`config.mk`:
```
export PLATFORM = sky130hd
export DESIGN_NAME = result_unit
export DESIGN_NICKNAME = d
export VERILOG_FILES = /design/src/cpu_pkg.sv /design/src/result_unit.sv
export SDC_FILE = /design/constraint.sdc
export NUM_CORES = 1
export LEC_CHECK = 0
export BUFFER_PORTS_ARGS = -buffer_cell sky130_fd_sc_hd__buf_2
export CAP_MARGIN = 15
export CELL_PAD_IN_SITES_DETAIL_PLACEMENT = 1
export CELL_PAD_IN_SITES_GLOBAL_PLACEMENT = 2
export CORE_ASPECT_RATIO = 0.7
export CORE_UTILIZATION = 35
export DETAILED_ROUTE_END_ITERATION = 6
export PLACE_DENSITY_LB_ADDON = 0.1
export RECOVER_POWER = 100
export SYNTH_ARGS = -nofsm -noshare
export SYNTH_HDL_FRONTEND = slang
export SYNTH_SLANG_ARGS = --single-unit
```
`constraint.sdc`:
```
create_clock -name clk -period 3.9 [get_ports clk]
set_clock_uncertainty 0.1 [all_clocks]
set_input_delay 0.78 -clock clk [delete_from_list [all_inputs] [get_ports clk]]
set_output_delay 0.78 -clock clk [all_outputs]
set_load 0.1 [all_outputs]
```
`src/cpu_pkg.sv`:
```
/*
 * RV32I core definitions
 * Widths, vector types, major opcodes and ALU operation codes shared by
 * the fetch, decode, execute and result stages
 */
package cpu_pkg;

    localparam int NB_DATA     = 32;  // Register and ALU width
    localparam int NB_INSTR    = 32;
    localparam int NB_PC       = 32;  // Byte address
    localparam int NB_REG_ADDR = 5;

    typedef logic [NB_DATA-1:0]     data_t;
    typedef logic [NB_INSTR-1:0]    instr_t;
    typedef logic [NB_PC-1:0]       pc_t;
    typedef logic [NB_REG_ADDR-1:0] reg_addr_t;

    // Major opcode, instr[6:0]
    typedef logic [6:0] opcode_t;

    localparam opcode_t OPC_OP     = 7'b0110011;  // Register-register ALU
    localparam opcode_t OPC_OP_IMM = 7'b0010011;  // Register-immediate ALU
    localparam opcode_t OPC_LOAD   = 7'b0000011;
    localparam opcode_t OPC_STORE  = 7'b0100011;
    localparam opcode_t OPC_LUI    = 7'b0110111;

    // ALU operation, chosen in decode
    typedef logic [3:0] alu_op_t;

    localparam alu_op_t ALU_ADD    = 4'd0;
    localparam alu_op_t ALU_SUB    = 4'd1;
    localparam alu_op_t ALU_AND    = 4'd2;
    localparam alu_op_t ALU_OR     = 4'd3;
    localparam alu_op_t ALU_XOR    = 4'd4;
    localparam alu_op_t ALU_SLT    = 4'd5;  // Signed compare
    localparam alu_op_t ALU_SLL    = 4'd6;
    localparam alu_op_t ALU_SRL    = 4'd7;
    localparam alu_op_t ALU_PASS_B = 4'd8;  // Operand B straight through, LUI

endpackage

```
`src/result_unit.sv`:
```
/*
 * Result stage
 * Word-wide data memory with combinational loads, and selection of the
 * register write-back value
 */
`timescale 1ns/1ps

module result_unit #(
    parameter int DMEM_ADDR_WIDTH = 5
) (
    input  logic               clk,
    input  logic               i_rst_n,
    input  logic               i_en,
    input  cpu_pkg::data_t     i_res_alu,
    input  cpu_pkg::data_t     i_res_store_data,
    input  cpu_pkg::reg_addr_t i_res_rd,
    input  logic               i_res_reg_write,
    input  logic               i_res_mem_read,
    input  logic               i_res_mem_write,
    output logic               o_wb_wen,
    output cpu_pkg::reg_addr_t o_wb_rd,
    output cpu_pkg::data_t     o_wb_data
);

    import cpu_pkg::*;

    localparam int DMEM_WORDS = 2 ** (DMEM_ADDR_WIDTH - 2);

    data_t dmem [DMEM_WORDS];

    logic [DMEM_ADDR_WIDTH-3:0] word_addr;

    assign word_addr = i_res_alu[DMEM_ADDR_WIDTH-1:2];  // Byte address truncated, word aligned

    always_ff @(posedge clk or negedge i_rst_n) begin
        if (!i_rst_n) begin
            for (int i = 0; i < DMEM_WORDS; i++) begin
                dmem[i] <= '0;
            end
        end else if (i_en && i_res_mem_write) begin
            dmem[word_addr] <= i_res_store_data;
        end
    end

    // Loads never stall since the read is combinational
    assign o_wb_data = i_res_mem_read ? dmem[word_addr] : i_res_alu;
    assign o_wb_rd   = i_res_rd;
    assign o_wb_wen  = i_res_reg_write & i_en;

endmodule

```
==> summary.md <==
| Metric | Value |
|---|---|
| Area growth, synth to finish | `18.34%` |
| Syn Std Cell Area | `about 12,000 sq um` |
| Htree depth | `1` |
| Die W | `~220 microns` |
| Die Area | `about 35,000 sq um` |
| Number of global-route vias before repair | `between 8,000 and 9,000` |
| Yosys top cell by area | `dfrtp_1` |
| Antenna-violating nets left | `0` |
| Initial antenna violation count | `0` |
| Layout cells sized above 1 | `0.4357` |
| Final Slew Violations | `approximately 160` |
| Worst slack, placed | `421.7 ps` |
| Largest family of logic cells by synthesized area | `multiplexers` |
| Cell mode on critical path | `clkbuf_2` |
| Clock power share | `0.337` |
| Most frequent cells in the layout | `256 x dfrtp_1, 236 x mux2_2, 75 x mux2i_1, 65 x buf_2, 36 x nor2_1` |
| Router iterations before antenna repair | `4` |
| Slew headroom | `-0.5286` |
| Seq pwr share | `0.452` |
| DR vias | `between 7,000 and 8,000` |
| Final worst slack | `between 200 and 250 ps` |
| RSZ-0062 raised after global routing | `false` |
| Yosys warning count | `0` |
| I/O pin count | `~110` |
| FF+latch count, synth | `256` |
| Pint | `~5.6 mW` |
| Crit-path max cell delay | `approximately 480 ps` |
| Grt ovf | `0` |
| Worst EP arrival | `between 2000 and 3000 ps` |
| Post-cts sizing count | `0` |
| FMAX | `roughly 270 MHz` |
| Slowest-stage cell, CP | `clkbuf_2` |
| P_sw | `~2.3 mW` |
| DRC viols | `0` |
| Post-place instance area | `13,610 sq um` |
| Syn Nets | `~970` |
| Top reg by flops | `dmem` |
| Mux contribution to synthesized area | `0.3069` |
| Sequential cell area fraction in the yosys report | `0.5312` |
| IO buf count | `between 100 and 150` |
| WP data required | `roughly 3000 ps` |
| Final net count | `1,073` |
| Antenna cells | `0` |
| Initial core utilization | `0.3578` |
| Commonest non-fill, non-tap cell in the layout | `dfrtp_1` |
| Max reg flops | `around 260` |
| Crit start category | `input port` |
| Simple-gate share of the synthesized area | `0.04420` |
| Post-CTS Hold Fix Bufs | `0` |
| Post-route cell area | `approximately 14,000 sq um` |
| Post-synth top area share | `0.5312` |
| Wire per inst | `approximately 22 microns` |
| First-pass GRT wire length | `52,870 microns` |
| VDD IR max | `0.0002623 V` |
| TNS Setup | `0 ps` |
| Post-route minimum period | `3673 ps` |
| Pwr Density | `555.2 nW/um^2` |
| Vias per inst | `between 5 and 6` |
| All-layer global routing usage | `0.1985` |
| Layout Utilization | `0.4234` |
| Net Sw Frac | `0.2870` |
| Synth unique cells | `45` |
| CP Cell Sequence | `clkbuf_2 -> and2_1 -> buf_4 -> a22oi_1 -> a2bb2oi_1 -> a31oi_2 -> clkbuf_2` |
| Skew-Pair Late Insertion Delay | `550 ps` |
| Largest regs | `dmem: 256 flops` |
| Synth Area in XOR/XNOR | `0` |
| Die Ht | `around 160 microns` |
| Num CTS Buffers | `28` |
| Critical path endpoint category | `output port` |
| Gate power share | `0.211` |
| Final Hold Fails | `0` |
| Failing checks | `capacitance limit, slew limit` |
| Final Non-Filler Cells | `1,483` |
| Final setup vio count | `0` |
| Std-Cell Rows | `56` |
| Detailed Route WL | `33,100 microns` |
| Max Root-Sink Buffers | `3` |
| Placed Cells incl. Taps | `roughly 1,400` |
| Synth Instances | `~900` |
| Worst-path fanout max | `22` |
| Avg Cell Area, Syn | `around 13 sq um` |
| WHS | `~380 ps` |
| Initial DRC Count | `slightly above 400` |
| Largest net degree at the start of global routing | `84` |
| Core area | `approximately 34,000 sq um` |
| Compound-gate portion of the synthesized area | `0.07668` |
| Post-DP HPWL | `between 20,000 and 25,000 microns` |
| Final worst path period share | `0.9418` |
| Run status | `finished with violations` |
| Post-synthesis adder-cell area fraction | `0` |
| CTS tree | `built` |
| Critical path class | `input port to output port` |
| Pwr Total | `around 8 mW` |
| CTS sink count | `between 200 and 300` |
| Gpl congestion | `approximately 0.69` |
| Top area cells in the synthesized netlist | `dfrtp_1 53%, mux2_2 22%, mux2i_1 6.2%` |
| HP Class | `flop to flop` |
| Clock Tree Root | `clkbuf_16` |
| Fillers | `3,477` |
| Worst-path clk slew | `approximately 60 ps` |
| Pleak | `approximately 6.2 nW` |
| Max cap viols | `5` |
| Post-CTS Setup Bufs | `0` |
| Worst-Margin Slew | `roughly 2300 ps` |
-- worst paths after layout --
path                                       startpoint  cells past startpoint  slack [ps]               endpoint
min in group asynchronous                     i_rst_n                      1         750   dmem[13]$_DFFE_PN0P_
worst max-delay path                     i_res_alu[2]                      7         230           o_wb_data[0]
worst max register to register  dmem[237]$_DFFE_PN0P_                      1        3000  dmem[237]$_DFFE_PN0P_
worst min register to register  dmem[164]$_DFFE_PN0P_                      1         380  dmem[164]$_DFFE_PN0P_
worst min-delay path            dmem[164]$_DFFE_PN0P_                      1         380  dmem[164]$_DFFE_PN0P_
max in group asynchronous                     i_rst_n                      2         780  dmem[202]$_DFFE_PN0P_
-- cells in the mapped netlist (all sizes together) --
master   instances
a211oi           1
nand2b           3
a221oi          15
a41oi            1
nand3b           1
a2bb2oi         10
buf             57
a21oi            7
mux2           256
o211ai           2
a31o            14
nand2           18
mux2i           75
a21o             5
nor2b            3
a22oi           33
nor2            40
mux4             3
and2b            1
or2             15
o2bb2ai          1
a31oi           21
inv              9
nand3           16
a221o            1
dfrtp          256
o21a             1
clkbuf          12
o21ai           13
o22a             1
and2             4
nor3             2
-- layout make-up --
class	count	area [sq um]	area share
Sequential cell	256	6406	0.4489
Multi-Input combinational cell	563	5236	0.3669
Timing Repair Buffer	140	1095	0.07671
Clock buffer	40	807.0	0.05655
Tap cell	464	580.6	0.04068
Clock inverter	11	112.6	0.007891
Inverter	9	33.78	0.002367
-- layer usage --
layer | track usage | wire length (microns) | share of wire
met1 | 0.2996 | 16790 | 0.51
met2 | 0.3053 | 14790 | 0.45
met3 | 0.02632 | 968 | 0.029
met4 | 0.03490 | 545 | 0.016
met5 | 0 | 0 | 0
-- kinds of logic (layout without fill, tap and decap cells) --
family	Yosys count	count (layout)
DFF	256	256
and+or+nand+nor	103	103
buffers and inverters	78	200
muxes	334	334
AOI/OAI and AO/OA	126	126
-- worst max-delay path: cells and delay by family --
family	cells	cell delay [ps]
and+or+nand+nor	1	210
buffers and inverters	3	1230
AOI/OAI and AO/OA	3	570
-- power groups by stage --
stage / logic [mW] / registers, mW / clock network, mW
2_1_floorplan: 1.31 / 3.53 / 0
3_3_place_gp: 1.71 / 3.62 / 0
3_5_place_dp: 1.74 / 3.63 / 0
4_1_cts: 1.74 / 3.59 / 2.76
5_1_grt: 1.81 / 3.67 / 2.87
6_report: 1.67 / 3.58 / 2.67
(Power assumes the default switching activity.)
