[src/cpu_pkg.sv]
/*
 * RV32I core definitions
 * Widths, vector types, major opcodes and ALU operation codes shared by
 * the fetch, decode, execute and result stages
 */
package cpu_pkg;

    localparam int NB_DATA     = 32;  // Register and ALU width
    localparam int NB_INSTR    = 32;
    localparam int NB_PC       = 32;  // Byte address
    localparam int NB_REG_ADDR = 5;

    typedef logic [NB_DATA-1:0]     data_t;
    typedef logic [NB_INSTR-1:0]    instr_t;
    typedef logic [NB_PC-1:0]       pc_t;
    typedef logic [NB_REG_ADDR-1:0] reg_addr_t;

    // Major opcode, instr[6:0]
    typedef logic [6:0] opcode_t;

    localparam opcode_t OPC_OP     = 7'b0110011;  // Register-register ALU
    localparam opcode_t OPC_OP_IMM = 7'b0010011;  // Register-immediate ALU
    localparam opcode_t OPC_LOAD   = 7'b0000011;
    localparam opcode_t OPC_STORE  = 7'b0100011;
    localparam opcode_t OPC_LUI    = 7'b0110111;

    // ALU operation, chosen in decode
    typedef logic [3:0] alu_op_t;

    localparam alu_op_t ALU_ADD    = 4'd0;
    localparam alu_op_t ALU_SUB    = 4'd1;
    localparam alu_op_t ALU_AND    = 4'd2;
    localparam alu_op_t ALU_OR     = 4'd3;
    localparam alu_op_t ALU_XOR    = 4'd4;
    localparam alu_op_t ALU_SLT    = 4'd5;  // Signed compare
    localparam alu_op_t ALU_SLL    = 4'd6;
    localparam alu_op_t ALU_SRL    = 4'd7;
    localparam alu_op_t ALU_PASS_B = 4'd8;  // Operand B straight through, LUI

endpackage

[src/fetch_unit.sv]
/*
 * Fetch stage
 * Program counter, word-wide instruction memory with an external load
 * port, and the fetch/decode register
 */
`timescale 1ns/1ps

module fetch_unit #(
    parameter int IMEM_ADDR_WIDTH = 8
) (
    input  logic                       clk,
    input  logic                       i_rst_n,
    input  logic                       i_en,
    input  logic                       i_imem_wen,
    input  logic [IMEM_ADDR_WIDTH-1:0] i_imem_waddr,
    input  cpu_pkg::instr_t            i_imem_data,
    output cpu_pkg::pc_t               o_pc,
    output cpu_pkg::instr_t            o_instr,
    output cpu_pkg::instr_t            o_id_instr
);

    import cpu_pkg::*;

    localparam int IMEM_WORDS = 2 ** (IMEM_ADDR_WIDTH - 2);

    instr_t imem [IMEM_WORDS];

    logic [IMEM_ADDR_WIDTH-3:0] rd_word;
    logic [IMEM_ADDR_WIDTH-3:0] wr_word;

    assign rd_word = o_pc[IMEM_ADDR_WIDTH-1:2];   // PC truncated to memory size
    assign wr_word = i_imem_waddr[IMEM_ADDR_WIDTH-1:2];

    // Load port works whether or not the core is enabled
    always_ff @(posedge clk or negedge i_rst_n) begin
        if (!i_rst_n) begin
            for (int i = 0; i < IMEM_WORDS; i++) begin
                imem[i] <= '0;
            end
        end else if (i_imem_wen) begin
            imem[wr_word] <= i_imem_data;
        end
    end

    assign o_instr = imem[rd_word];

    always_ff @(posedge clk or negedge i_rst_n) begin
        if (!i_rst_n) begin
            o_pc       <= '0;
            o_id_instr <= '0;  // All-zero word decodes as no-op
        end else if (i_en) begin
            o_pc       <= o_pc + pc_t'(4);
            o_id_instr <= o_instr;
        end
    end

endmodule

[config.mk]
export PLATFORM = sky130hd
export DESIGN_NAME = fetch_unit
export DESIGN_NICKNAME = d
export VERILOG_FILES = /design/src/cpu_pkg.sv /design/src/fetch_unit.sv
export SDC_FILE = /design/constraint.sdc
export NUM_CORES = 2
export LEC_CHECK = 0
export BUFFER_PORTS_ARGS = -buffer_cell sky130_fd_sc_hd__buf_4
export CAP_MARGIN = 20
export CORE_ASPECT_RATIO = 0.7
export CORE_MARGIN = 2
export CORE_UTILIZATION = 65
export CTS_CLUSTER_DIAMETER = 50
export DETAILED_ROUTE_END_ITERATION = 6
export PLACE_DENSITY = 0.85
export SLEW_MARGIN = 20
export SYNTH_ARGS = -nofsm -noshare
export SYNTH_HDL_FRONTEND = slang
export SYNTH_SLANG_ARGS = --single-unit
[constraint.sdc]
create_clock -name clk -period 3.3 [get_ports clk]
set_clock_uncertainty 0.2 [all_clocks]
set_input_delay 0.33 -clock clk [delete_from_list [all_inputs] [get_ports clk]]
set_output_delay 0.33 -clock clk [all_outputs]
set_load 0.01 [all_outputs]
==> metrics.csv <==
stage,metric,value,unit
run_status,status,"complete, but fails checks",
run_status,failing checks,setup timing,
detailed_routing,WL final,266000,µm
setup_path,"critical path fanouts, max",9,
detailed_routing,Via-to-Cell Ratio,6.85,
synthesis,top_reg_cell synth,dfrtp_1,
power_and_ir_drop,Power Density,788,nW/µm²
power_and_ir_drop,switching share of total power,33.4,%
floorplanning,CORE AREA,146000,µm²
detailed_routing,routed length per instance,30.7,µm
global_routing,largest net degree at the start of global routing,150,
detailed_routing,drt pass-1 iters,7,
power_and_ir_drop,static leakage,51.3,nW
synthesis,"EDFF count, synth",0,
setup_path,CP arrival,3.43,ns
detailed_routing,detailed-route via count,59500,
place,placed cells,8235,
layout,fin cells,8690,
setup_path,FF-to-FF End,o_pc[14],
setup_path,Worst EP required,2.77,ns
synthesis,top post-synthesis cells by area,"dfrtp_1, mux2_2, mux4_2, mux2i_1, buf_2",
power_and_ir_drop,Final Power,86.5,mW
clock_network,count of clock tree sinks,2110,
timing,final hold slack,0.0263,ns
clock_network,CTS Root Cell,clkbuf_16,
floorplanning,num rows,117,
floorplanning,DIE HEIGHT,325,µm
timing,max_slew headroom,35.8,%
timing,final hold vios,0,
floorplanning,num ports,140,
layout,layout cells sized above 1,53.1,%
layout,Fillers,8130,
flow_run,total of max-cap violations,0,
floorplanning,Die Area,151000,µm²
timing,Final setup viols,32,
setup_path,CP Launch Point,o_pc[2],
synthesis,Synth area leader,dfrtp_1,
setup_path,reg2reg start,o_pc[3],
detailed_routing,post-route ant nets,0,
synthesis,Seq cells post-synth,2110,
place,port buffer count,135,
setup_path,FF-to-FF setup slack,0.46,ns
floorplanning,Die X,463,µm
layout,Layout Nets,6606,
place,RePlAce Congestion,0.866,
setup_path,Critical Path Start Type,register,
timing,setup TNS,-17.68,ns
power_and_ir_drop,Gate power share,36.5,%
clock_network,CTS Buf Count,191,
synthesis,cell count after synthesis,6448,
layout,"commonest non-fill, non-tap cell in the layout",mux2_2,
timing,post-layout worst setup margin,-0.659,ns
layout,final instance area,110000,µm²
setup_path,WS Path Type,reg -> out,
synthesis,area fraction of the dominant cell type after synthesis,55.0,%
setup_path,worst setup path end,o_instr[23],
global_routing,GRT Total Usage,35.2,%
power_and_ir_drop,clock network power share,27.1,%
synthesis,Post-Syn Area,96000,µm²
min_path,worst min path class,in -> reg,
setup_path,CP endpoint kind,primary output,
detailed_routing,1st-iter DRT viols,6648,
global_routing,initial antenna violation count,12,
clock_network,number of H-tree levels,4,
place,hpwl dp,151000,µm
clock_network,clock latency on the worst-skew pair,0.86,ns
min_path,WHS Path Cells,2,
clock_network,clk slew on worst S/H paths,0.07,ns
synthesis,unique cell type count in the Yosys netlist,45,
timing,RSZ-0062 raised after global routing,true,
power_and_ir_drop,maximum VDD drop,0.754,mV
synthesis,syn avg cell area,14.9,µm²
clock_network,CTS tree,done,
clock_network,CTS Buffer Depth,3,
place,Post-DP Area,101000,µm²
timing,max-slew violations,0,
place,DP Worst Slack,-0.341,ns
layout,Layout area overhead,14.4,%
synthesis,ys async rst share,100,%
synthesis,Syn. warnings,0,
detailed_routing,Remaining DRCs,0,
timing,Tcrit/Tclk final,120,%
layout,Util after Layout,75.2,%
timing,min cycle time layout,3.96,ns
power_and_ir_drop,switching power,28.8,mW
setup_path,worst reg2reg path depth,10,
global_routing,total grt overflow,0,
power_and_ir_drop,share of power burned in registers,36.5,%
floorplanning,initial core utilization,65.8,%
power_and_ir_drop,Cell Int Power,57.6,mW
layout,"commonest cells after routing, fill and taps aside","mux2_2, dfrtp_1, buf_4",
synthesis,sequential share of the synthesized area,55.0,%
timing,Fmax,253,MHz
global_routing,global-route wire length before repair,400000,µm
global_routing,vias in the first global route,62900,
timing,Slew @ Worst Pin,0.960,ns
==> power by group through the flow <==
stage	sequential [mW]	combinational (mW)	clock, mW
2_1_floorplan	31.2	16.8	0
3_3_place_gp	31.6	26.6	0
3_5_place_dp	31.9	27.2	0
4_1_cts	31.4	29.5	23.4
5_1_grt	31.9	32.7	24.6
6_report	31.5	31.6	23.4
==> critical path, stage by stage (launching register included) <==
cell,delay [ns]
dfrtp_4,0.47
buf_12,0.18
buf_8,0.18
mux4_2,0.52
a221oi_2,0.34
buf_4,0.17
o21ai_0,0.20
o21ai_2,0.20
nand2_1,0.14
buf_4,0.17
==> synthesized netlist by cell type, types with 2 or more instances <==
master    number
mux2_2      2114
dfrtp_1     2110
mux2i_1      353
mux4_2       332
clkbuf_1     285
buf_2        255
nor2_1       150
nand2_1      146
a21oi_1       85
a22oi_1       64
a31o_2        63
o21ai_0       50
a31oi_1       48
buf_4         47
o21ai_1       45
buf_1         40
mux2_1        39
o22ai_1       37
a221oi_1      32
a222oi_1      26
xnor2_1       21
nand3_1       14
buf_6         12
nand4_1       10
nor2_2         9
xor2_1         8
and2_1         7
nor2b_1        7
and3_1         6
and4_1         5
nand3b_1       5
or3b_2         4
inv_1          3
nor3_1         3
nor3b_1        2
or3_1          2
==> cells by family after synthesis <==
| logic type | after synthesis | synth area share [%] |
|---|---|---|
| AO/OA/AOI/OAI | 451 | 3.14 |
| flip-flops | 2110 | 55.0 |
| XOR/XNOR | 29 | 0.265 |
| AND/OR/NAND/NOR | 376 | 1.71 |
| multiplexers | 2838 | 36.7 |
| buffers and inverters | 642 | 3.12 |
| other | 1 | 0.00391 |
| adder cells (fa/ha/maj) | 1 | 0.0130 |
==> registers in the layout, indices dropped and copies added, names as in the netlist <==
| name | count |
|---|---|
| imem | 2048 |
| o_pc | 30 |
| o_id_instr | 32 |
==> final cells by class <==
type / count / area, µm² / share of cell area, %
timing repair buffer: 557 / 6520 / 5.94
antenna: 6 / 15.0 / 0.0137
clock buffer: 280 / 5650 / 5.14
multi-input combinational: 3698 / 41400 / 37.7
clock inverter: 73 / 912 / 0.831
inverter: 3 / 11.3 / 0.0103
sequential: 2110 / 52800 / 48.1
tap: 1963 / 2460 / 2.24
==> how the worst min path moves through the flow <==
stage,endpoint,start,slack (ns)
after floorplan,imem[0],i_rst_n,-0.17
after detailed placement,imem[1184],i_rst_n,0.04
final,imem[2021],i_imem_data[5],0.03
after CTS,imem[1478],i_imem_data[6],0.008
after global routing,imem[1957],i_imem_data[5],0.04
after global placement,imem[1152],i_rst_n,0.05
==> metal layers <==
metal / GRT usage (%) / share of wire, % / up-vias
met5: 0 / 0.0094 / -
met4: 14.7 / 4.3 / 4
met3: 7.56 / 9.5 / 661
met2: 53.5 / 46 / 3002
met1: 50.0 / 40 / 31900
li1: - / - / 23900
==> repair_timing <==
item	CTS	global route
hold buffers	32	0
endpoints found under the setup margin	34	32
hold endpoints to repair	2640	0
setup buffers	19	29
gates resized for setup	170	115
cloned	12	6
pin swaps	16	26
No activity file was read; power rests on OpenSTA's default activity.
