## src/cpu_pkg.sv

```systemverilog
/*
 * RV32I core definitions
 * Widths, vector types, major opcodes and ALU operation codes shared by
 * the fetch, decode, execute and result stages
 */
package cpu_pkg;

    localparam int NB_DATA     = 32;  // Register and ALU width
    localparam int NB_INSTR    = 32;
    localparam int NB_PC       = 32;  // Byte address
    localparam int NB_REG_ADDR = 5;

    typedef logic [NB_DATA-1:0]     data_t;
    typedef logic [NB_INSTR-1:0]    instr_t;
    typedef logic [NB_PC-1:0]       pc_t;
    typedef logic [NB_REG_ADDR-1:0] reg_addr_t;

    // Major opcode, instr[6:0]
    typedef logic [6:0] opcode_t;

    localparam opcode_t OPC_OP     = 7'b0110011;  // Register-register ALU
    localparam opcode_t OPC_OP_IMM = 7'b0010011;  // Register-immediate ALU
    localparam opcode_t OPC_LOAD   = 7'b0000011;
    localparam opcode_t OPC_STORE  = 7'b0100011;
    localparam opcode_t OPC_LUI    = 7'b0110111;

    // ALU operation, chosen in decode
    typedef logic [3:0] alu_op_t;

    localparam alu_op_t ALU_ADD    = 4'd0;
    localparam alu_op_t ALU_SUB    = 4'd1;
    localparam alu_op_t ALU_AND    = 4'd2;
    localparam alu_op_t ALU_OR     = 4'd3;
    localparam alu_op_t ALU_XOR    = 4'd4;
    localparam alu_op_t ALU_SLT    = 4'd5;  // Signed compare
    localparam alu_op_t ALU_SLL    = 4'd6;
    localparam alu_op_t ALU_SRL    = 4'd7;
    localparam alu_op_t ALU_PASS_B = 4'd8;  // Operand B straight through, LUI

endpackage

```

## src/execute_unit.sv

```systemverilog
/*
 * Execute stage
 * Operand forwarding from the result stage, operand B select, ALU and
 * the execute/result register
 */
`timescale 1ns/1ps

module execute_unit (
    input  logic               clk,
    input  logic               i_rst_n,
    input  logic               i_en,
    input  cpu_pkg::data_t     i_ex_rs1_data,
    input  cpu_pkg::data_t     i_ex_rs2_data,
    input  cpu_pkg::data_t     i_ex_imm,
    input  cpu_pkg::reg_addr_t i_ex_rs1,
    input  cpu_pkg::reg_addr_t i_ex_rs2,
    input  cpu_pkg::reg_addr_t i_ex_rd,
    input  cpu_pkg::alu_op_t   i_ex_alu_op,
    input  logic               i_ex_alu_src_imm,
    input  logic               i_ex_reg_write,
    input  logic               i_ex_mem_read,
    input  logic               i_ex_mem_write,
    input  logic               i_res_wen,
    input  cpu_pkg::reg_addr_t i_res_rd,
    input  cpu_pkg::data_t     i_res_data,
    output cpu_pkg::data_t     o_res_alu,
    output cpu_pkg::data_t     o_res_store_data,
    output cpu_pkg::reg_addr_t o_res_rd,
    output logic               o_res_reg_write,
    output logic               o_res_mem_read,
    output logic               o_res_mem_write
);

    import cpu_pkg::*;

    logic  fwd_a, fwd_b;
    data_t op_a, rs2_val, op_b;
    data_t alu_result;

    // Result stage is the only older instruction not yet in the register file
    assign fwd_a = i_res_wen && (i_res_rd != '0) && (i_res_rd == i_ex_rs1);
    assign fwd_b = i_res_wen && (i_res_rd != '0) && (i_res_rd == i_ex_rs2);

    assign op_a    = fwd_a ? i_res_data : i_ex_rs1_data;
    assign rs2_val = fwd_b ? i_res_data : i_ex_rs2_data;
    assign op_b    = i_ex_alu_src_imm ? i_ex_imm : rs2_val;

    always_comb begin
        case (i_ex_alu_op)
            ALU_ADD:    alu_result = op_a + op_b;
            ALU_SUB:    alu_result = op_a - op_b;
            ALU_AND:    alu_result = op_a & op_b;
            ALU_OR:     alu_result = op_a | op_b;
            ALU_XOR:    alu_result = op_a ^ op_b;
            ALU_SLT:    alu_result = data_t'($signed(op_a) < $signed(op_b));
            ALU_SLL:    alu_result = op_a << op_b[4:0];  // Shift amount from low 5 bits
            ALU_SRL:    alu_result = op_a >> op_b[4:0];
            ALU_PASS_B: alu_result = op_b;
            default:    alu_result = '0;
        endcase
    end

    always_ff @(posedge clk or negedge i_rst_n) begin
        if (!i_rst_n) begin
            o_res_reg_write <= 1'b0;
            o_res_mem_read  <= 1'b0;
            o_res_mem_write <= 1'b0;
        end else if (i_en) begin
            o_res_reg_write <= i_ex_reg_write;
            o_res_mem_read  <= i_ex_mem_read;
            o_res_mem_write <= i_ex_mem_write;
        end
    end

    always_ff @(posedge clk) begin
        if (i_en) begin
            o_res_alu        <= alu_result;
            o_res_store_data <= rs2_val;  // Forwarded rs2 for SW
            o_res_rd         <= i_ex_rd;
        end
    end

endmodule

```

## config.mk

```make
export PLATFORM = sky130hd
export DESIGN_NAME = execute_unit
export DESIGN_NICKNAME = d
export VERILOG_FILES = /design/src/cpu_pkg.sv /design/src/execute_unit.sv
export SDC_FILE = /design/constraint.sdc
export NUM_CORES = 1
export LEC_CHECK = 0
export BUFFER_PORTS_ARGS = -buffer_cell sky130_fd_sc_hd__buf_2
export CORE_MARGIN = 1
export CORE_UTILIZATION = 55
export CTS_BUF_LIST = sky130_fd_sc_hd__clkbuf_8
export DETAILED_ROUTE_END_ITERATION = 7
export GPL_TIMING_DRIVEN = 0
export PLACE_DENSITY = 0.79
export SETUP_SLACK_MARGIN = 0.2
export SLEW_MARGIN = 10
export SYNTH_ARGS = -nofsm -noshare
export SYNTH_HDL_FRONTEND = slang
export SYNTH_SLANG_ARGS = --single-unit
```

## constraint.sdc

```tcl
create_clock -name clk -period 0.9 [get_ports clk]
set_input_delay 0 -clock clk [delete_from_list [all_inputs] [get_ports clk]]
set_output_delay 0 -clock clk [all_outputs]
set_load 0.02 [all_outputs]
```

==> results of run 1 <==
[per-stage QoR]
step | util (%) | hold slack (ns)
after floorplan | - | -0.2956
after global placement | 66.44 | -0.2040
after detailed placement | 66.70 | -0.1975
after CTS | 77.30 | -0.09084
[layer usage]
layer,GRT overflow,global-route usage [%]
met5,1,42.05
met4,85,82.42
met3,10,75.40
met2,127,96.30
met1,2,83.52
[logic make-up after synthesis]
| logic type | count (synthesis) | synth area share (%) |
|---|---|---|
| compound gates | 473 | 27.53 |
| simple gates | 366 | 14.21 |
| mux | 226 | 20.77 |
| buf+inv | 197 | 7.453 |
| fa+ha+maj | 99 | 10.43 |
| flops | 72 | 17.86 |
| xor+xnor | 24 | 1.749 |
[cell usage after synthesis (5+ instances only)]
library cell    n  share of area, %
mux2i_1       133                11
nor2_1        121               3.8
ha_1           97                10
o221ai_1       31               2.3
nand3_1        27               1.1
a211oi_1       25               1.6
a22oi_1        21               1.3
and3_1          6              0.31
buf_2          22              0.92
o211ai_1       29               1.8
inv_1          88               2.7
a221oi_1       26               1.9
a41oi_1         5              0.36
nand2_1       103               3.2
nand2b_1       12              0.62
mux2i_2         5              0.57
edfxtp_1       69                17
nor3_1         35               1.5
o22ai_1        15              0.78
o21ai_0        74               3.1
nor2b_1        14              0.73
a21oi_1       111               4.6
clkbuf_1       54               1.7
buf_4           5              0.31
xnor2_1        23               1.7
buf_6          10              0.94
o31ai_1        15              0.94
a31oi_1         9              0.47
nand4_1        13              0.68
a21o_1         17               1.1
o21bai_1       12              0.75
buf_1           8              0.25
o2111ai_1       9              0.66
mux2_2         76               7.1
a221o_1        14               1.2
mux2i_4         5              0.94
[repair_timing]
item	CTS
gates resized for setup	272
setup buffers	91
endpoints found under the setup margin	139
hold buffers	10
hold endpoints to repair	39
pin swaps	107
gates cloned	2
==> impl_metrics.yaml, run 1 <==
run_status:
  status: "stopped before the end"
  lastStage: "global routing"
  stop_error: "[ERROR GRT-0232] Routing congestion too high. Check the congestion heatmap in the GUI."
synthesis:
  ys_async_sr_fraction_pct: 4.167
  synth_area_sq_mm: 0.01202
  syn_inst: 1457
  yosys_warnings: 0
  syn_nets: 1716
  syn_avg_cell_area_sq_um: 8.250
  yosysSeqAreaShare_pct: 17.86
  synth_edf_count: 69
  ys_ff_latch: 72
  ys.flop_type: "edfxtp_1"
  ys_types: 93
global_route:
  grt_remaining_overflow: 225
  globalRouteTotalUtil_pct: 84.05
  grt_max_degree: 41
clock_tree:
  cts.sinks: 72
  cts_max_level: 3
  cts_inserted_buffers: 9
  clockBufferDepth: 2
  root_buffer: "clkbuf_8"
floorplan:
  die_w_um: 149.8
  die_y_um: 149.8
  ioPinCount: 232
  rows: 53
  initial_core_util_pct: 56.65
placed_design:
  portBuffers: 230
  placed_cell_area_sq_mm: 0.01415
  dp_worst_setup_slack_ns: -4.689
  place_hpwl_um: 48480
  place_congestion: 1.129
  place_inst: 1965
==> run 2, diff against run 1 <==
--- a/config.mk
+++ b/config.mk
@@ -7,12 +7,10 @@
 export LEC_CHECK = 0
 export BUFFER_PORTS_ARGS = -buffer_cell sky130_fd_sc_hd__buf_2
 export CORE_MARGIN = 1
-export CORE_UTILIZATION = 55
-export CTS_BUF_LIST = sky130_fd_sc_hd__clkbuf_8
+export CORE_UTILIZATION = 40
 export DETAILED_ROUTE_END_ITERATION = 7
 export GPL_TIMING_DRIVEN = 0
-export PLACE_DENSITY = 0.79
-export SETUP_SLACK_MARGIN = 0.2
+export PLACE_DENSITY_LB_ADDON = 0.15
 export SLEW_MARGIN = 10
 export SYNTH_ARGS = -nofsm -noshare
 export SYNTH_HDL_FRONTEND = slang
==> run 2 against run 1 <==
Net effect:
- synthesized cell count unchanged
- the flow now finishes, with violations (design-rule violations, negative hold slack, negative setup slack)
- area after synthesis did not move
==> impl_metrics.yaml, run 2 <==
global_route:
  grt_remaining_overflow: 0
  grt_pass1_wl_um: 95680
  globalRouteTotalUtil_pct: 42.74
  grt_max_degree: 42
  first_global_vias: 14140
  antenna_found_initial: 1
power:
  power_density_mw_per_mm2: 1233
  ir_drop_mv: 0.9804
  p_leak_nw: 7.244
sta:
  rsz0062_at_grt: "yes"
  fin_hold_ws_ns: -0.05207
  fmax_mhz: 219.3
  finalHoldViolations: 24
  fin_worst_skew_ns: 0
  maxSlewViolCount: 0
  period_needed_ns: 4.560
  fin_crit_sh_pct: 506.7
  layout_setup_ws_ns: -3.660
  worst_pin_slew_ns: 1.237
  slew_headroom_pct: 16.90
  setup_viol: 98
worst_setup_path:
  path_depth: 25
  cp.arrival_ns: 4.62
  worstSetupPathType: "input pin to register"
  max_stage_delay_ns: 0.56
  critical-path-slowest-cell: "or4_4"
  crit_fanout: 5
  rr_worst_depth: 2
  crit_family: "compound AO/OA/AOI/OAI gates"
  crit_required_ns: 0.96
  r2r_start: "o_res_mem_read"
  r2r_end: "o_res_mem_read"
  cp_num_buf_inv: 10
  cp-end-kind: "register"
  crit_top_cell: "buf_6"
  crit_start: "i_res_rd[0]"
  cp-start-kind: "input pin"
  endpoint: "o_res_alu[21]"
  reg2reg_slack_ns: 0.01
clock_tree:
  clock_latency_ns: 0.38
  cts.sinks: 72
  clockBufferDepth: 2
  hold_buffers: 13
  tritoncts: "done"
  cts_inserted_buffers: 9
  clkTransAtPathRegs_ns: 0.07
  root_buffer: "clkbuf_16"
  cts_max_level: 3
final_layout:
  final_util_pct: 58.64
  nets: 2099
  fillers: 2653
  final_cell_mix: "buf_2 (196), buf_4 (116), nor2_1 (111)"
  drive_gt1_share_pct: 40.43
  finish.instance_area_sq_mm: 0.01738
  area_growth_pct: 44.59
  final_common_cell: "buf_2"
  largest_registers: "o_res_alu: 32 flops, o_res_store_data: 32 flops, o_res_rd: 5 flops"
worst_hold_path:
  hp-class: "input pin to register"
drt:
  initialDrtViolationCount: 1972
  vias: 15110
  first_pass_iters: 8
  drt-vias-per-instance: 6.755
  ant_nets: 0
  wl_per_cell_um: 30.65
  drt_wl_total_um: 68540
  drc: 2
run_status:
  status: "complete, but fails checks"
  violations: "design-rule violations, negative hold slack, negative setup slack"
floorplan:
  die_y_um: 175.4
  initial_core_util_pct: 40.56
  ioPinCount: 232
  die_w_um: 175.4
  core_area_sq_mm: 0.02964
  die_area_sq_mm: 0.03075
  rows: 63
placed_design:
  placed_cell_area_sq_mm: 0.01430
  portBuffers: 230
  place_congestion: 1.055
  place_hpwl_um: 50910
job:
  drv_cap: 0
synthesis:
  synth_edf_count: 69
  ys_async_sr_fraction_pct: 4.167
  synth_area_sq_mm: 0.01202
  ys.flop_type: "edfxtp_1"
  ys_types: 93
  yosys_warnings: 0
  yosys-top-cells-area: "edfxtp_1 (17%), mux2i_1 (11%), ha_1 (10%)"
  ys_top_cells_by_count: "mux2i_1 (133), nor2_1 (121), a21oi_1 (111)"
  syn_inst: 1457
  yosysSeqAreaShare_pct: 17.86
  synth_top_area_share_pct: 17.24
  ys_ff_latch: 72
  syn_avg_cell_area_sq_um: 8.250
  syn_nets: 1716
  yosysMostFrequentCell: "mux2i_1"
  yosys.area.top_type: "edfxtp_1"
==> run 2: cell type report <==
cell class	count	area, sq um	share of cell area, %
buffer	96	890.9	5.126
sequential	72	2147	12.35
clock inverter	7	61.31	0.3527
timing repair buffer	377	2681	15.43
antenna	1	2.502	0.01440
tap	390	488.0	2.808
multi-input combinational	1188	10490	60.36
inverter	96	392.9	2.260
clock buffer	9	225.2	1.296
==> run 2: power by group <==
group	switching [mW]	internal [mW]
registers	0.139	4.13
logic	8.06	5.31
clock network	1.86	1.93
total	10.1	11.4
==> run 2: stage by stage <==
| step | hold slack (ns) | TNS [ns] | power (mW) | worst slack (ns) | cells |
|---|---|---|---|---|---|
| global route | -0.04720 | -133.57 | 22.00 | -3.736 | 2235 |
| finish | -0.05207 | -129.21 | 21.43 | -3.660 | 2236 |
| floorplan | -0.2956 | -120.40 | 10.91 | -3.464 | 1457 |
| global placement | -0.2028 | -224.34 | 14.41 | -4.782 | 2077 |
| detailed placement | -0.2014 | -173.49 | 14.45 | -4.733 | 2080 |
| CTS | -0.05649 | -123.53 | 19.80 | -3.589 | 2197 |
==> run 2: cell families (layout without fill, tap and decap cells) <==
kind of cell / count (synthesis) / count (layout) / share of synthesized area, %
compound gates: 473 / 473 / 27.53
simple gates: 366 / 366 / 14.21
mux: 226 / 226 / 20.77
buf+inv: 197 / 585 / 7.453
fa+ha+maj: 99 / 99 / 10.43
flops: 72 / 72 / 17.86
xor+xnor: 24 / 24 / 1.749
other cells: 0 / 1 / 0
==> run 2: worst min-delay path by stage <==
stage                            startpoint              endpoint  cells after the start
final                      i_ex_rs2_data[5]   o_res_store_data[5]                      2
after detailed placement            i_rst_n       o_res_mem_write                      1
after CTS                 i_ex_rs2_data[25]  o_res_store_data[25]                      2
after global routing      i_ex_rs2_data[26]  o_res_store_data[26]                      2
after global placement              i_rst_n       o_res_mem_write                      1
after floorplan                     i_rst_n        o_res_mem_read                      0
==> run 2: layer usage <==
layer	track usage [%]	wire [um]	up-vias
li1	-	-	6331
met1	55.57	26170	7252
met2	64.57	29320	1229
met3	10.95	8680	293
met4	23.12	4364	0
met5	0	0	-
==> run 2: repair_timing <==
action / in CTS / in global routing
resized for setup: 202 / 169
setup endpoints to repair: 102 / 126
cloned: 1 / 0
pin swaps: 97 / 63
buffers inserted: 90 / 42
hold endpoints to repair: 40 / 23
No activity file was read; power rests on OpenSTA's default activity.
