## src/cpu_pkg.sv

```systemverilog
/*
 * RV32I core definitions
 * Widths, vector types, major opcodes and ALU operation codes shared by
 * the fetch, decode, execute and result stages
 */
package cpu_pkg;

    localparam int NB_DATA     = 32;  // Register and ALU width
    localparam int NB_INSTR    = 32;
    localparam int NB_PC       = 32;  // Byte address
    localparam int NB_REG_ADDR = 5;

    typedef logic [NB_DATA-1:0]     data_t;
    typedef logic [NB_INSTR-1:0]    instr_t;
    typedef logic [NB_PC-1:0]       pc_t;
    typedef logic [NB_REG_ADDR-1:0] reg_addr_t;

    // Major opcode, instr[6:0]
    typedef logic [6:0] opcode_t;

    localparam opcode_t OPC_OP     = 7'b0110011;  // Register-register ALU
    localparam opcode_t OPC_OP_IMM = 7'b0010011;  // Register-immediate ALU
    localparam opcode_t OPC_LOAD   = 7'b0000011;
    localparam opcode_t OPC_STORE  = 7'b0100011;
    localparam opcode_t OPC_LUI    = 7'b0110111;

    // ALU operation, chosen in decode
    typedef logic [3:0] alu_op_t;

    localparam alu_op_t ALU_ADD    = 4'd0;
    localparam alu_op_t ALU_SUB    = 4'd1;
    localparam alu_op_t ALU_AND    = 4'd2;
    localparam alu_op_t ALU_OR     = 4'd3;
    localparam alu_op_t ALU_XOR    = 4'd4;
    localparam alu_op_t ALU_SLT    = 4'd5;  // Signed compare
    localparam alu_op_t ALU_SLL    = 4'd6;
    localparam alu_op_t ALU_SRL    = 4'd7;
    localparam alu_op_t ALU_PASS_B = 4'd8;  // Operand B straight through, LUI

endpackage

```

## src/reg_file.sv

```systemverilog
/*
 * Integer register file
 * 31 writable registers, x0 reads zero, two combinational read ports
 * with write-through of a same-cycle write
 */
`timescale 1ns/1ps

module reg_file (
    input  logic               clk,
    input  logic               i_rst_n,
    input  cpu_pkg::reg_addr_t i_raddr1,
    input  cpu_pkg::reg_addr_t i_raddr2,
    input  logic               i_wen,
    input  cpu_pkg::reg_addr_t i_waddr,
    input  cpu_pkg::data_t     i_wdata,
    output cpu_pkg::data_t     o_rdata1,
    output cpu_pkg::data_t     o_rdata2
);

    import cpu_pkg::*;

    data_t regs [1:31];  // No storage behind x0

    always_ff @(posedge clk or negedge i_rst_n) begin
        if (!i_rst_n) begin
            for (int i = 1; i < 32; i++) begin
                regs[i] <= '0;
            end
        end else if (i_wen && (i_waddr != '0)) begin
            regs[i_waddr] <= i_wdata;
        end
    end

    // Bypass the value being written this cycle
    always_comb begin
        if (i_raddr1 == '0)
            o_rdata1 = '0;
        else if (i_wen && (i_waddr == i_raddr1))
            o_rdata1 = i_wdata;
        else
            o_rdata1 = regs[i_raddr1];

        if (i_raddr2 == '0)
            o_rdata2 = '0;
        else if (i_wen && (i_waddr == i_raddr2))
            o_rdata2 = i_wdata;
        else
            o_rdata2 = regs[i_raddr2];
    end

endmodule

```

## src/decode_unit.sv

```systemverilog
/*
 * Decode stage
 * Control and immediate decode, register file reads with the debug
 * address override, and the decode/execute register
 */
`timescale 1ns/1ps

module decode_unit (
    input  logic               clk,
    input  logic               i_rst_n,
    input  logic               i_en,
    input  cpu_pkg::instr_t    i_id_instr,
    input  logic               i_du_rgfile_rd,
    input  cpu_pkg::reg_addr_t i_regfile_addr,
    input  logic               i_wb_wen,
    input  cpu_pkg::reg_addr_t i_wb_rd,
    input  cpu_pkg::data_t     i_wb_data,
    output cpu_pkg::data_t     o_regfile_data,
    output cpu_pkg::data_t     o_ex_rs1_data,
    output cpu_pkg::data_t     o_ex_rs2_data,
    output cpu_pkg::data_t     o_ex_imm,
    output cpu_pkg::reg_addr_t o_ex_rs1,
    output cpu_pkg::reg_addr_t o_ex_rs2,
    output cpu_pkg::reg_addr_t o_ex_rd,
    output cpu_pkg::alu_op_t   o_ex_alu_op,
    output logic               o_ex_alu_src_imm,
    output logic               o_ex_reg_write,
    output logic               o_ex_mem_read,
    output logic               o_ex_mem_write
);

    import cpu_pkg::*;

    opcode_t    opcode;
    logic [2:0] funct3;
    logic [6:0] funct7;
    reg_addr_t  rs1, rs2, rd;
    reg_addr_t  raddr1;
    data_t      rdata1, rdata2;

    alu_op_t alu_op;
    data_t   imm;
    logic    alu_src_imm, reg_write, mem_read, mem_write;

    assign opcode = i_id_instr[6:0];
    assign rd     = i_id_instr[11:7];
    assign funct3 = i_id_instr[14:12];
    assign rs1    = i_id_instr[19:15];
    assign rs2    = i_id_instr[24:20];
    assign funct7 = i_id_instr[31:25];

    assign raddr1         = i_du_rgfile_rd ? i_regfile_addr : rs1;  // Debug read override
    assign o_regfile_data = rdata1;

    reg_file u_reg_file (
        .clk      (clk),
        .i_rst_n  (i_rst_n),
        .i_raddr1 (raddr1),
        .i_raddr2 (rs2),
        .i_wen    (i_wb_wen),
        .i_waddr  (i_wb_rd),
        .i_wdata  (i_wb_data),
        .o_rdata1 (rdata1),
        .o_rdata2 (rdata2)
    );

    always_comb begin
        alu_op      = ALU_ADD;
        alu_src_imm = 1'b0;
        reg_write   = 1'b0;
        mem_read    = 1'b0;
        mem_write   = 1'b0;
        imm         = {{20{i_id_instr[31]}}, i_id_instr[31:20]};  // I-type unless overridden
        case (opcode)
            OPC_OP: begin
                reg_write = 1'b1;
                case (funct3)
                    3'b000:  alu_op = (funct7 == 7'b0100000) ? ALU_SUB : ALU_ADD;
                    3'b001:  alu_op = ALU_SLL;
                    3'b010:  alu_op = ALU_SLT;
                    3'b100:  alu_op = ALU_XOR;
                    3'b101:  alu_op = ALU_SRL;
                    3'b110:  alu_op = ALU_OR;
                    3'b111:  alu_op = ALU_AND;
                    default: reg_write = 1'b0;  // SLTU not supported
                endcase
            end
            OPC_OP_IMM: begin
                reg_write   = 1'b1;
                alu_src_imm = 1'b1;
                case (funct3)
                    3'b000:  alu_op = ALU_ADD;
                    3'b010:  alu_op = ALU_SLT;
                    3'b100:  alu_op = ALU_XOR;
                    3'b110:  alu_op = ALU_OR;
                    3'b111:  alu_op = ALU_AND;
                    default: reg_write = 1'b0;  // Shift-immediates dropped
                endcase
            end
            OPC_LOAD: begin
                reg_write   = 1'b1;
                alu_src_imm = 1'b1;
                mem_read    = 1'b1;
            end
            OPC_STORE: begin
                alu_src_imm = 1'b1;
                mem_write   = 1'b1;
                imm         = {{20{i_id_instr[31]}}, i_id_instr[31:25], i_id_instr[11:7]};
            end
            OPC_LUI: begin
                reg_write   = 1'b1;
                alu_src_imm = 1'b1;
                alu_op      = ALU_PASS_B;
                imm         = {i_id_instr[31:12], 12'b0};
            end
            default: ;  // Everything else is a no-op
        endcase
    end

    always_ff @(posedge clk or negedge i_rst_n) begin
        if (!i_rst_n) begin
            o_ex_reg_write <= 1'b0;
            o_ex_mem_read  <= 1'b0;
            o_ex_mem_write <= 1'b0;
        end else if (i_en) begin
            o_ex_reg_write <= reg_write;
            o_ex_mem_read  <= mem_read;
            o_ex_mem_write <= mem_write;
        end
    end

    always_ff @(posedge clk) begin
        if (i_en) begin
            o_ex_rs1_data    <= rdata1;
            o_ex_rs2_data    <= rdata2;
            o_ex_imm         <= imm;
            o_ex_rs1         <= rs1;
            o_ex_rs2         <= rs2;
            o_ex_rd          <= rd;
            o_ex_alu_op      <= alu_op;
            o_ex_alu_src_imm <= alu_src_imm;
        end
    end

endmodule

```

## config.mk

```make
export PLATFORM = sky130hd
export DESIGN_NAME = decode_unit
export DESIGN_NICKNAME = d
export VERILOG_FILES = /design/src/cpu_pkg.sv /design/src/reg_file.sv /design/src/decode_unit.sv
export SDC_FILE = /design/constraint.sdc
export NUM_CORES = 2
export LEC_CHECK = 0
export BUFFER_PORTS_ARGS = -buffer_cell sky130_fd_sc_hd__buf_4
export CORE_MARGIN = 2
export CORE_UTILIZATION = 35
export CTS_CLUSTER_SIZE = 16
export DETAILED_ROUTE_END_ITERATION = 6
export SYNTH_ARGS = -nofsm -noshare
export SYNTH_HDL_FRONTEND = slang
export SYNTH_SLANG_ARGS = --single-unit
```

## constraint.sdc

```tcl
create_clock -name clk -period 9.32 [get_ports clk]
set_input_delay 1.864 -clock clk [delete_from_list [all_inputs] [get_ports clk]]
set_output_delay 1.864 -clock clk [all_outputs]
set_load 0.02 [all_outputs]
```

==> summary.md <==
| Metric | Value |
|---|---|
| Most used cell along the critical path | buf_4 |
| Clock skew | approximately 0.026 ns |
| RSZ-0062 raised after global routing | no |
| DR iter-0 viols | slightly below 7,000 |
| H-tree lvl count | 4 |
| Most frequent cells in the layout | 995 x dfrtp_1, 943 x mux2_2, 619 x o21ai_0, 338 x buf_4, 305 x nand2_1 |
| Met1 usage | 0.3368 |
| Worst slew pin tran | about 1.3 ns |
| GRT Util Overall | 0.2653 |
| Top cells by area, synth | dfrtp_1 40%, mux2_2 17%, mux4_2 10%, edfxtp_1 5.7%, o21ai_0 5.0% |
| Wire per inst | around 32 um |
| Top-Level Pins | 230 |
| Leak | about 29 nW |
| Yosys top cell by area | dfrtp_1 |
| Total grt overflow | 0 |
| Relative slew slack | 0.1512 |
| Pin count of the biggest net entering global routing | roughly 170 |
| Status | finished, violations left |
| Design Power | approximately 15 mW |
| Power per Cell Area | around 220 nW/um^2 |
| Post-CTS resize count | 0 |
| Number of port buffers | around 230 |
| Total of max-cap violations | 0 |
| Core region area | between 150,000 and 200,000 um^2 |
| Finished Layout Cells | about 7,700 |
| Die W | around 420 um |
| Busiest layer in global routing | met2 |
| Critical-path top delay cell | buf_4 |
| DRC viols | 3 |
| Post-synth EDFFs | between 100 and 150 |
| Crit. End Element | output pin |
| Clk_lat worst skew | between 0.8 and 0.9 ns |
| Hpwl dp | between 100,000 and 150,000 um |
| Dpl cells | around 7,400 |
| Crit share post-route | 0.8068 |
| CP Class | input port to output pin |
| Global-route wire length before repair | ~350,000 um |
| # nets final | around 5,300 |
| Antenna Nets Post-Route | 0 |
| Fin. max-slew vios | 0 |
| Period minus WS final | approximately 7.5 ns |
| Avg Synthesized Cell Area | 11.62 um^2 |
| Synth Warn # | 0 |
| Core Rows | roughly 150 |
| Met3 Usage GRT | 0.06771 |
| FFs w/ async S/R, synth | 0.8956 |
| Seq/Total Area, Yosys | 0.4612 |
| TritonRoute pass-1 iters | 7 |
| Failing checks | design-rule violations |
| Final hold slack | 0.5084 ns |
| Yosys cell types | 70 |
| Final Hold Viols | 0 |
| Cell count after synthesis | about 5,300 |
| Clock root cell | clkbuf_16 |
| CP Cell Sequence | buf_6 > buf_4 > or3b_1 > and2_4 > buf_12 > o22ai_1 > a211oi_1 > nor3_1 > o311a_1 > nor2_1 > buf_4 |
| GPL Wtd Cong | around 0.84 |
| Vias in the first global route | 48,147 |
| # hold bufs at CTS | 0 |
| Total Wirelength | approximately 240,000 um |
| Final setup violation count | 0 |
| Startpoint type of the worst setup path | input port |
| Syn Std Cell Area | slightly above 60,000 um^2 |
| Synth top area share | 0.4046 |
| Peak VDD IR | around 0.17 mV |
| Met2 Usage GRT | 0.4056 |
| Main flop type after synthesis | dfrtp_1 |
| Clock Pin Slew Worst Setup and Hold Paths | 0.06 ns |
| Post-Synthesis Net Count | between 5,000 and 6,000 |
| Antenna violations before repair | 15 |
| Layout cells sized above 1 | 0.3487 |
| Setup Buffers After CTS | 0 |
| Die height | around 420 um |
| Fin Setup TNS | 0 ns |
| CTS Buf Count | ~130 |
| Die area | 179,200 um^2 |
| Starting density of the core | 0.3533 |
| Crit Path Max Fanout | between 60 and 70 |
| Max stage delay on crit path | 0.55 ns |
| Flops & latches, synth | between 1,000 and 1,500 |
| FMAX | about 0.13 GHz |
| Clk buf depth | 3 |
| Required @ worst endpoint | roughly 7.5 ns |
| WP data arrival | about 5.7 ns |
| Most common cell after layout, fill and taps aside | dfrtp_1 |
| Fill cells | approximately 17,000 |
| Via Count | about 50,000 |
| Placement Setup Slack | 1.888 ns |
| Clock Sinks | between 1,000 and 1,500 |
| Worst setup slack after layout | between 1.5 and 2 ns |
| Worst Hold Class | register to register |
| Vias per cell | roughly 6.4 |
| P&R area growth vs syn | 13.31% |
| CTS tree | yes |
[layer usage]
| layer | wire [um] | up-vias |
|---|---|---|
| met4 | 16420 | 2 |
| met1 | 92900 | 25217 |
| met5 | 32 | - |
| met2 | 109100 | 3126 |
| met3 | 24710 | 746 |
| li1 | - | 19754 |
[sequential cells by signal, indices dropped and copies added (netlist names)]
signal            count
o_ex_reg_write        1
o_ex_rd               5
o_ex_rs1              5
u_reg_file.regs     992
o_ex_imm             32
o_ex_alu_op           4
o_ex_mem_read         1
o_ex_rs1_data        32
o_ex_rs2_data        32
o_ex_alu_src_imm      1
o_ex_rs2              5
o_ex_mem_write        1
[Yosys cell counts (7+ instances only)]
cell type,number
o221ai_1,59
nand2_1,322
a2bb2oi_1,12
a211oi_1,36
mux2_2,944
and2_1,10
o21ai_0,620
o211ai_1,100
buf_1,91
a22o_1,21
nor2_1,85
a221oi_1,87
mux4_2,280
o311ai_1,26
inv_1,158
clkbuf_1,362
edfxtp_1,116
a22oi_1,24
nand4_1,9
buf_2,117
a31oi_1,9
nand2b_1,79
a21o_1,25
nor3_1,39
and3_1,8
o311a_1,25
buf_6,8
a21oi_1,261
dfrtp_1,995
nand3_1,22
o22ai_1,128
nor2b_1,7
mux2_1,14
mux2i_1,118
[worst max-delay path: cells and delay by family]
kind	cells	cell delay, ns
AND/OR/NAND/NOR	4	1.17
AO/OA/AOI/OAI	3	0.76
buffers and inverters	4	1.70
[metrics by stage]
stage	util	instance area, um^2
finish	0.4003	69730
floorplan	-	61540
global placement	0.3749	65320
detailed placement	0.3749	65320
global route	0.4003	69730
CTS	0.4002	69710
[report_power, final]
group	switching, mW	leakage (nW)	internal, mW
registers	0.703	13.7	5.84
clock network	2.27	2.16	3.03
logic	1.65	13.0	1.60
total	4.63	28.9	10.5
[cell families after synthesis]
kind of cell / after synthesis / synth area share
AO/OA/AOI/OAI: 1464 / 0.1460
multiplexers: 1358 / 0.2974
flip-flops: 1111 / 0.4612
buffers and inverters: 739 / 0.04861
AND/OR/NAND/NOR: 614 / 0.04526
XOR/XNOR: 11 / 0.001565
[area by class of cell]
| cell class | count | area (um^2) | area share |
|---|---|---|---|
| multi-input cells | 3447 | 30480 | 0.4371 |
| flip-flops and latches | 1111 | 28380 | 0.4070 |
| clock buffers | 196 | 3920 | 0.05621 |
| repair buffers | 362 | 2954 | 0.04236 |
| well taps | 2325 | 2909 | 0.04172 |
| inverters | 158 | 593.1 | 0.008505 |
| clock inverters | 45 | 473.0 | 0.006782 |
| diodes | 10 | 25.02 | 0.0003588 |
[path summary, 6_finish.rpt]
kind	from	endpoint	slack, ns	cells after the start
setup / recovery	i_regfile_addr[1]	o_regfile_data[3]	1.80	11
hold / removal	o_ex_mem_write$_DFFE_PN0P_	o_ex_mem_write$_DFFE_PN0P_	0.51	1
max in group asynchronous	i_rst_n	o_ex_reg_write$_DFFE_PN0P_	6.28	3
setup reg to reg	u_reg_file.regs[936]$_DFFE_PN0P_	o_ex_rs2_data[8]$_SDFFCE_PN0P_	6.86	6
hold reg to reg	o_ex_mem_write$_DFFE_PN0P_	o_ex_mem_write$_DFFE_PN0P_	0.51	1
min in group asynchronous	i_rst_n	u_reg_file.regs[527]$_DFFE_PN0P_	1.10	1
Note: power is estimated with default switching activity, not from simulation.
